<file path="src/hdl/cache_geom_pkg.sv">
package cache_geom_pkg;

    localparam int ADDR_W     = 32;
    localparam int WAYS       = 2;
    localparam int LINES      = 64;     // Lines per way
    localparam int LINE_WORDS = 4;
    localparam int WORD_IDX_W = $clog2(LINE_WORDS);
    localparam int LINE_IDX_W = $clog2(LINES);
    localparam int BYTE_OFS_W = 2;
    localparam int LINE_OFS_W = WORD_IDX_W + BYTE_OFS_W;
    localparam int TAG_W      = ADDR_W - LINE_IDX_W - LINE_OFS_W;

    typedef logic [$clog2(WAYS)-1:0] way_t;
    typedef logic [TAG_W-1:0]        tag_t;
    typedef logic [LINE_IDX_W-1:0]   line_idx_t;
    typedef logic [WORD_IDX_W-1:0]   word_idx_t;

    // Address split for lookup and word select
    typedef struct packed {
        tag_t                  tag;
        line_idx_t             line_idx;
        word_idx_t             word_idx;
        logic [BYTE_OFS_W-1:0] byte_ofs;
    } addr_fields_t;

    // Address split for line-aligned fills
    typedef struct packed {
        logic [ADDR_W-LINE_OFS_W-1:0] line_base;
        logic [LINE_OFS_W-1:0]        line_ofs;
    } addr_line_t;

    typedef union packed {
        addr_fields_t fields;
        addr_line_t   line;
    } dcache_addr_u;

endpackage

</file>
<file path="src/hdl/dbus_pkg.sv">
package dbus_pkg;

    localparam int WORD_W = 32;
    localparam int BE_W   = WORD_W / 8;

    typedef logic [WORD_W-1:0] word_t;
    typedef logic [BE_W-1:0]   be_t;

    // Load/store unit request, valid with new_request
    typedef struct packed {
        word_t addr;
        logic  load;
        logic  store;
        be_t   be;
        word_t data;
    } ls_req_t;

    typedef struct packed {
        word_t      addr;
        logic       rnw;
        be_t        be;
        word_t      data;
        logic [1:0] size;   // Words minus one
    } mem_req_t;

    typedef struct packed {
        logic  data_valid;  // One strobe per returned word
        word_t data;
        logic  inv_valid;   // Held until inv_ack
        word_t inv_addr;
        logic  inv_ack;
    } mem_rsp_t;

endpackage

</file>
<file path="src/hdl/dcache_ctrl.sv">
`timescale 1ns/10ps

module dcache_ctrl
    import cache_geom_pkg::*;
    import dbus_pkg::*;
(
    input  logic         clk,
    input  logic         rst,
    input  logic         cache_on,
    input  logic         new_request,
    input  ls_req_t      ls_req,
    input  logic         hit,
    input  way_t         hit_way,
    input  word_t        bank_data,
    input  logic         mem_ack,
    input  mem_rsp_t     mem_rsp,
    output logic         ready,
    output logic         data_valid,
    output word_t        data_out,
    output dcache_addr_u lookup_addr,
    output logic         tag_update,
    output way_t         update_way,
    output logic         rd_en,
    output way_t         rd_way,
    output logic         wr_en,
    output way_t         wr_way,
    output word_idx_t    wr_word,
    output be_t          wr_be,
    output word_t        wr_data,
    output logic         mem_request,
    output mem_req_t     mem_req
);

    ls_req_t      stage2;
    dcache_addr_u stage2_addr;
    logic         second_cycle;
    logic         cached_load;      // Load that may hit or fill a line
    logic         load_hit;
    logic         store_hit;
    logic         miss_start;
    logic         store_done;
    logic         request_q;
    logic         idle;
    logic         fill_wr;
    logic         line_complete;
    logic         is_target_word;
    way_t         rr_way;
    way_t         fill_way;
    word_idx_t    word_count;
    word_t        miss_data;

    assign lookup_addr = ls_req.addr;

    always_ff @(posedge clk) begin
        if (new_request) begin
            stage2 <= ls_req;
        end
    end

    assign stage2_addr = stage2.addr;

    always_ff @(posedge clk) begin
        if (rst) begin
            second_cycle <= 1'b0;
            cached_load  <= 1'b0;
        end else begin
            second_cycle <= new_request;
            if (new_request) begin
                cached_load <= ls_req.load & cache_on;
            end
        end
    end

    // Decision in the second cycle
    assign load_hit   = second_cycle & cached_load & hit;
    assign store_hit  = second_cycle & stage2.store & hit;
    assign miss_start = second_cycle & ~load_hit;   // Miss, uncached load or store
    assign store_done = mem_ack & stage2.store;

    // Round-robin replacement, moves on each tag update
    always_ff @(posedge clk) begin
        if (rst) begin
            tag_update <= 1'b0;
            rr_way     <= '0;
        end else begin
            tag_update <= second_cycle & cached_load & ~hit;
            if (tag_update) begin
                rr_way <= rr_way + 1'b1;
            end
        end
    end

    always_ff @(posedge clk) begin
        if (second_cycle) begin
            fill_way <= rr_way;
        end
    end

    assign update_way = fill_way;

    always_ff @(posedge clk) begin
        if (rst) begin
            request_q <= 1'b0;
        end else if (mem_ack) begin
            request_q <= 1'b0;
        end else if (miss_start) begin
            request_q <= 1'b1;
        end
    end

    assign mem_request = request_q | miss_start;

    always_comb begin
        mem_req.rnw  = stage2.load;
        mem_req.be   = stage2.be;
        mem_req.data = stage2.data;
        if (cached_load) begin
            mem_req.addr = {stage2_addr.line.line_base, {LINE_OFS_W{1'b0}}};
            mem_req.size = 2'(LINE_WORDS - 1);
        end else begin
            mem_req.addr = {stage2_addr.fields.tag, stage2_addr.fields.line_idx,
                            stage2_addr.fields.word_idx, {BYTE_OFS_W{1'b0}}};
            mem_req.size = 2'd0;    // Single word
        end
    end

    // Fill words arrive in order 0 to LINE_WORDS-1
    assign fill_wr        = mem_rsp.data_valid & cached_load;
    assign is_target_word = ~cached_load | (word_count == stage2_addr.fields.word_idx);
    assign line_complete  = mem_rsp.data_valid &
                            (~cached_load | (word_count == word_idx_t'(LINE_WORDS - 1)));

    always_ff @(posedge clk) begin
        if (rst) begin
            word_count <= '0;
        end else if (fill_wr) begin
            word_count <= word_count + 1'b1;
        end
    end

    // Bank write port shared by store hits and fills
    assign wr_en   = store_hit | fill_wr;
    assign wr_way  = store_hit ? hit_way : fill_way;
    assign wr_word = store_hit ? stage2_addr.fields.word_idx : word_count;
    assign wr_be   = store_hit ? stage2.be : '1;
    assign wr_data = store_hit ? stage2.data : mem_rsp.data;

    assign rd_en  = load_hit;
    assign rd_way = hit_way;

    always_ff @(posedge clk) begin
        if (rst | data_valid) begin
            miss_data <= '0;
        end else if (mem_rsp.data_valid & is_target_word) begin
            miss_data <= mem_rsp.data;
        end
    end

    assign data_out = miss_data | bank_data;

    always_ff @(posedge clk) begin
        if (rst) begin
            idle       <= 1'b1;
            data_valid <= 1'b0;
        end else begin
            data_valid <= load_hit | line_complete;
            if (new_request) begin
                idle <= 1'b0;
            end else if (load_hit | line_complete | store_done) begin
                idle <= 1'b1;
            end
        end
    end

    assign ready = idle | load_hit | store_done;

endmodule

</file>
<file path="config.mk">
export PLATFORM = sky130hd
export DESIGN_NAME = dcache_ctrl
export DESIGN_NICKNAME = d
export VERILOG_FILES = /design/src/hdl/cache_geom_pkg.sv /design/src/hdl/dbus_pkg.sv /design/src/hdl/dcache_ctrl.sv
export SDC_FILE = /design/constraint.sdc
export NUM_CORES = 1
export LEC_CHECK = 0
export CAP_MARGIN = 20
export CELL_PAD_IN_SITES_DETAIL_PLACEMENT = 1
export CELL_PAD_IN_SITES_GLOBAL_PLACEMENT = 1
export CORE_AREA = 2 2 139 141
export CTS_BUF_LIST = sky130_fd_sc_hd__clkbuf_16
export DETAILED_ROUTE_END_ITERATION = 10
export DIE_AREA = 0 0 141 143
export DONT_BUFFER_PORTS = 1
export PLACE_DENSITY = 0.6
export SYNTH_ARGS = -nofsm -noshare
export SYNTH_HDL_FRONTEND = slang
export SYNTH_SLANG_ARGS = --single-unit
</file>
<file path="constraint.sdc">
create_clock -name clk -period 1.33 [get_ports clk]
set_input_delay 0.133 -clock clk [delete_from_list [all_inputs] [get_ports clk]]
set_output_delay 0.133 -clock clk [all_outputs]
set_load 0.005 [all_outputs]
</file>
==> impl_metrics.tcl, run 1 <==
set metrics [dict create \
    rsz0062_at_grt "yes" \
    wl_met3_um 1150 \
    yosys.area.top_type "edfxtp_1" \
    rr_startpoint "stage2_addr[2]$_DFFE_PP_" \
    pre_cts_ws_ns -0.409 \
    worstHoldStart "new_request" \
    setup_viol 74 \
    dieHeight_um 143 \
    period_share 1.28 \
    syn_area_per_cell_um2 10.9 \
    fin_worst_skew_ns 0.0158 \
    cts_num_sinks 110 \
    whs_path_depth 0 \
    dpl_cell_area_um2 5700 \
    globalRouteOverflowTotal 0 \
    wl_per_cell_um 26.3 \
    period_needed_ns 1.71 \
    grt_max_degree 75 \
    r2r_end "miss_data[12]$_SDFFE_PP0P_" \
    drive_above_1_share 0.344 \
    p_sw_uw 2320 \
    netlist_area_um2 6100 \
    violations "hold timing, setup timing" \
    synth_top_area_frac 0.340 \
    synth_edf_count 69 \
    fillers 1888 \
    nNetsFinal 745 \
    ant_nets 0 \
    arrival_ns 1.57 \
    crit_fanout 13 \
    area_growth_pct 26.9 \
    ys_seq_area_frac 0.474 \
    gp_congestion 0.742 \
    grtUsageTotal 0.198 \
    reg2reg_depth 4 \
    max-cap-violations 0 \
    drt-met1-wl_um 8380 \
    num_antenna_cells 0 \
    netSwitchingFraction 0.281 \
    drtPass1Iterations 4 \
    vias 4622 \
    wl_um 21200 \
    p_comb_frac 0.160 \
    critPathRequiredTime_ns 1.20 \
    root_buffer "clkbuf_16" \
    ys_seq_elements 110 \
    fin_area_um2 7740 \
    p_per_area_nw_per_um2 1070 \
    cts_made_buffers 9 \
    worstSetupPathType "flop to output port" \
    max_clock_freq_mhz 586 \
    setup_slack_ns -0.375 \
    multi_input_area_um2 2630 \
    grt_pass1_wl_um 30200 \
    slew_headroom 0.625 \
    r2r_setup_slack_ns -0.32 \
    grt_pass1_vias 4992 \
    hold_class "input pin to flop" \
    io_buffers 0 \
    seq_area_um2 2900 \
    ir_drop_mv 0.573 \
    synthArstFlopShare 0 \
    grt_antenna_before_repair 0 \
    power_uw 8270 \
    cts_hold_buf 105 \
    internal_power_uw 5950 \
    synthCells 562 \
    p_clk_frac 0.341 \
    io_pins 358 \
    outcome "complete, but fails checks" \
    cp-start-kind "flop" \
    p_seq_frac 0.499 \
    top_layer_used "met4" \
    rows 50 \
    viasPerCell 5.73 \
    whs_ns -0.116 \
    finalHoldViolCount 71 \
    synth.area.top_cells "edfxtp_1 34%, dfxtp_1 13%, buf_4 13%, mux2_2 6.5%, nor4b_1 4.7%" \
    final-max-slew-violation-count 0 \
    leakage_uw 0.00283 \
    end_kind "output port" \
    wl_met2_um 11300 \
    yosysWarnings 0 \
    die-width_um 141 \
    htree_levels 3 \
    finalSetupTns_ns -23.03 \
    drc_errors 0 \
    synthFlopType "edfxtp_1" \
    dp.final_hpwl_um 12200 \
    synth_cell_type_count 31 \
    clockBufferDepth 2 \
    dieArea_um2 20200 \
    hold_end "stage2[36]$_DFFE_PP_" \
    start_util 0.328 \
    core_um2 18600 \
    drt_iter0_drc 212 \
    cts_tree "yes" \
    clk_pin_slew_worst_paths_ns 0.09 \
    clk_latency_ns 0.37 \
    worst_slew_pin_slew_ns 0.562 \
]
## per-layer routing
metal  vias up  global-route usage
met3        29              0.0463
li1       2032                   -
met4         0              0.0668
met1      2332               0.225
met5         -                   0
met2       229               0.364
## cell usage after synthesis (all sizes together), types with 4 or more instances
library cell    n
or2            38
nor2            4
o2111ai        32
or4            32
dfxtp          41
edfxtp         69
clkbuf         31
a41oi          32
mux2           35
nand3          35
buf           123
nand2          36
nor4b          33
## flip-flops by register name, summed over array words and instances (netlist names)
signal	flops
miss_data	32
request_q	1
stage2_addr	30
second_cycle	1
rr_way	1
update_way	1
mem_req	37
word_count	2
cached_load	1
idle	1
stage2	1
tag_update	1
data_valid	1
## worst max-delay path, stage by stage (launching register included)
cell and delay [ns]:
edfxtp_1 0.46, nand3_4 0.17, buf_12 0.18, mux2_2 0.38
## how the worst max path moves through the flow
stage                                             to  slack (ns)                     start
after CTS                                wr_data[15]       -0.36      stage2[36]$_DFFE_PP_
after detailed placement  miss_data[17]$_SDFFE_PP0P_       -0.41  stage2_addr[3]$_DFFE_PP_
after global routing                     wr_data[20]       -0.41      stage2[36]$_DFFE_PP_
after floorplan           miss_data[26]$_SDFFE_PP0P_       -0.07  stage2_addr[2]$_DFFE_PP_
after global placement    miss_data[18]$_SDFFE_PP0P_       -0.70  stage2_addr[3]$_DFFE_PP_
final                                    wr_data[15]       -0.38      stage2[36]$_DFFE_PP_
## power groups by stage
stage          registers, uW  logic, uW  clock network [uW]
4_1_cts                 4120       1190                2890
2_1_floorplan           4060        902                   0
3_3_place_gp            4190        696                   0
3_5_place_dp            4200        732                   0
6_report                4120       1320                2820
5_1_grt                 4160       1410                3010
## cell type report
class,instances,share of cell area
timing repair buffer,147,0.208
multi-input combinational,299,0.340
clock buffer,9,0.0291
clock inverter,7,0.00938
inverter,1,0.000485
sequential,110,0.375
tap,234,0.0378
## what timing repair did
item / in CTS / in global routing
hold endpoints to repair: 176 / 71
setup endpoints to repair: 76 / 76
resized for setup: 22 / 74
pin swaps: 1 / 8
cloned: 5 / 4
buffers inserted: 6 / 4
## metrics by stage
step / util / instances
4_1_cts: 0.393 / 802
5_1_grt: 0.416 / 807
3_3_place_gp: 0.306 / 669
6_report: 0.416 / 807
2_1_floorplan: - / 563
3_5_place_dp: 0.307 / 670
## cells by family after synthesis
logic type / after synthesis / share of synthesized area
compound gates: 71 / 0.0993
xor+xnor: 4 / 0.00698
fa+ha+maj: 1 / 0.00205
buf+inv: 155 / 0.165
flops: 110 / 0.474
mux: 35 / 0.0646
other cells: 1 / 0.000615
simple gates: 185 / 0.187
## cell usage in the layout, fill, tap and decap left out, types with 11 or more instances in the layout
cell	n
or2_2	36
a41oi_1	32
nand3_2	20
buf_4	22
mux2_2	24
clkbuf_16	13
or4_4	22
dfxtp_1	37
mux2_4	11
dlygate4sd3_1	104
nand2_1	36
nor4b_1	33
nand3_1	14
o2111ai_1	20
edfxtp_1	69
(Power assumes the default switching activity.)
==> run 2: changes to the inputs <==
- ABC_AREA: default -> 1
- CORE_AREA: 2 2 139 141 -> 2 2 141 143
- DIE_AREA: 0 0 141 143 -> 0 0 143 145
- PLACE_DENSITY: 0.6 -> 0.54
==> run 2 against run 1 <==
Against the previous run:
- the run still ends with hold timing, setup timing left
- critical endpoint unchanged
- sequential power hardly changed
- critical path depth is 2 higher
- largest cell class unchanged
- register-to-register slack better by 0.32 ns
==> impl_metrics.tcl, run 2 <==
set metrics [dict create \
    outcome "complete, but fails checks" \
    violations "hold timing, setup timing" \
    io_buffers 0 \
    die-width_um 143 \
    rsz0062_at_grt "yes" \
    drt-met1-wl_um 5900 \
    cts_made_buffers 9 \
    netlist_area_um2 5290 \
    clk_pin_slew_worst_paths_ns 0.08 \
    crit_fanout 7 \
    reg2reg_depth 8 \
    fillers 2088 \
    vias 3601 \
    ir_drop_mv 0.594 \
    cts_num_sinks 110 \
    wl_met2_um 8110 \
    drt_iter0_drc 112 \
    layout_commonest_cell "dlygate4sd3_1" \
    setup_slack_ns -0.245 \
    critPathRequiredTime_ns 1.20 \
    rows 51 \
    whs_path_depth 0 \
    drtPass1Iterations 4 \
    grt_pass1_vias 3910 \
    synth_top_area_frac 0.392 \
    grt_max_degree 71 \
    ys_seq_area_frac 0.547 \
    wl_um 15300 \
    htree_levels 3 \
    viasPerCell 4.41 \
    synth_edf_count 69 \
    cp-start-kind "flop" \
    ys_top_cells_by_count "103 x buf_4, 80 x nand2_1, 69 x edfxtp_1" \
    end_kind "output port" \
    cts_tree "yes" \
    finalHoldViolCount 102 \
    largest_reg_flops 37 \
    synthCells 551 \
    nNetsFinal 723 \
    max_clock_freq_mhz 635 \
    synthFlopType "edfxtp_1" \
    hold_class "input pin to flop" \
    wl_per_cell_um 18.8 \
    drive_above_1_share 0.365 \
    clk_latency_ns 0.36 \
    hold_end "mem_req[22]$_DFFE_PP_" \
    globalRouteOverflowTotal 0 \
    final-max-slew-violation-count 0 \
    top_layer_used "met4" \
    yosysWarnings 0 \
    ys_seq_elements 110 \
    drc_errors 0 \
    period_needed_ns 1.57 \
    cts_hold_buf 71 \
    yosys.area.top_type "edfxtp_1" \
    dp.cells 708 \
    ant_nets 0 \
    fin_worst_skew_ns 0.0119 \
    grtUsageTotal 0.144 \
    syn_area_per_cell_um2 9.60 \
    rr_startpoint "stage2_addr[2]$_DFFE_PP_" \
    area_growth_pct 28.8 \
    worstHoldStart "new_request" \
    whs_ns -0.114 \
    r2r_setup_slack_ns 0 \
    yosysMostFrequentCell "buf_4" \
    synth_cell_type_count 25 \
    start_util 0.275 \
    dieArea_um2 20700 \
    max-cap-violations 0 \
    dieHeight_um 145 \
    wl_met3_um 1130 \
    core_um2 19200 \
    arrival_ns 1.44 \
    layout_common_cells "71 x dlygate4sd3_1, 69 x edfxtp_1, 53 x nand2_1" \
    gp_congestion 0.765 \
    root_buffer "clkbuf_16" \
    grt_antenna_before_repair 1 \
    leakage_uw 0.00268 \
    p_per_area_nw_per_um2 1160 \
    dp.final_hpwl_um 9990 \
    setup_viol 41 \
    period_share 1.18 \
    io_pins 358 \
    worstSetupPathType "flop to output port" \
    synthArstFlopShare 0 \
    clockBufferDepth 2 \
    instances_no_fill 817 \
    r2r_end "miss_data[6]$_SDFFE_PP0P_" \
    synth.area.top_cells "edfxtp_1 39%, dfxtp_1 16%, buf_4 15%, nand2_1 5.7%, or2_2 4.3%" \
    grt_pass1_wl_um 22500 \
]
## run 2: cell count changes after synthesis, moves of 33 or more
cell     delta
nand2_1    +44
inv_1      +42
o21ai_0    +37
mux2_2     -35
nor2_1     +35
nor4b_1    -33
## run 2: cell type report
cell class	count	area, um2	share of cell area
well taps	265	332	0.0487
repair buffers	108	1300	0.190
clock buffers	9	225	0.0331
diodes	1	2.50	0.000367
clock inverters	7	87.6	0.0129
multi-input cells	273	1800	0.264
flip-flops and latches	110	2900	0.426
inverters	44	170	0.0250
## run 2: worst max path at each step
stage | to | slack [ns] | depth (start not counted) | from
after floorplan | miss_data[23]$_SDFFE_PP0P_ | 0.19 | 9 | stage2_addr[2]$_DFFE_PP_
after global placement | miss_data[14]$_SDFFE_PP0P_ | 0.0009 | 9 | stage2_addr[3]$_DFFE_PP_
after detailed placement | miss_data[19]$_SDFFE_PP0P_ | -0.04 | 9 | stage2_addr[3]$_DFFE_PP_
after CTS | wr_data[15] | -0.24 | 5 | stage2[36]$_DFFE_PP_
after global routing | wr_data[28] | -0.31 | 5 | stage2[36]$_DFFE_PP_
final | wr_data[15] | -0.24 | 5 | stage2[36]$_DFFE_PP_
## run 2: timing repair
item | 4_1_cts | 5_1_grt
endpoints found under the hold margin | 176 | 102
gates resized for setup | 112 | 66
setup buffers | 10 | 5
setup endpoints to repair | 64 | 75
gates cloned | 9 | 0
pin swaps | 12 | 15
## run 2: cells by family after synthesis
kind of cell	count (synthesis)	share of synthesized area
AO/OA/AOI/OAI	74	0.0707
buffers and inverters	170	0.204
AND/OR/NAND/NOR	194	0.173
other	1	0.000709
flip-flops	110	0.547
adder cells (fa/ha/maj)	1	0.00237
XOR/XNOR	1	0.00166
## run 2: stage by stage
stage / worst slack [ns] / setup TNS [ns] / area (um2) / power, uW / util
2_1_floorplan: 0.186 / 0 / 5290 / 4790 / -
3_3_place_gp: 0.000873 / 0 / 4900 / 4680 / 0.255
4_1_cts: -0.235 / -8.58 / 6580 / 7940 / 0.342
6_report: -0.245 / -7.52 / 6810 / 7910 / 0.355
5_1_grt: -0.315 / -12.08 / 6810 / 8290 / 0.354
3_5_place_dp: -0.0389 / -0.122 / 4900 / 4690 / 0.255
## run 2: where the power goes
| group | total, uW | internal, uW | switching (uW) |
|---|---|---|---|
| Combinational | 942 | 511 | 431 |
| Sequential | 4110 | 3900 | 208 |
| Clock | 2860 | 1510 | 1360 |
| Total | 7910 | 5920 | 1990 |
## run 2: critical path: stages, from the launching register on
cell and delay, ns:
edfxtp_1 0.44, nand3_2 0.14, inv_4 0.06, buf_12 0.15
buf_16 0.15, o21ai_4 0.14
## run 2: layer usage
layer  vias to the layer above  GRT usage
met5                         -          0
met4                         0     0.0411
met2                       202      0.265
met3                        16     0.0422
li1                       1685          -
met1                      1698      0.157
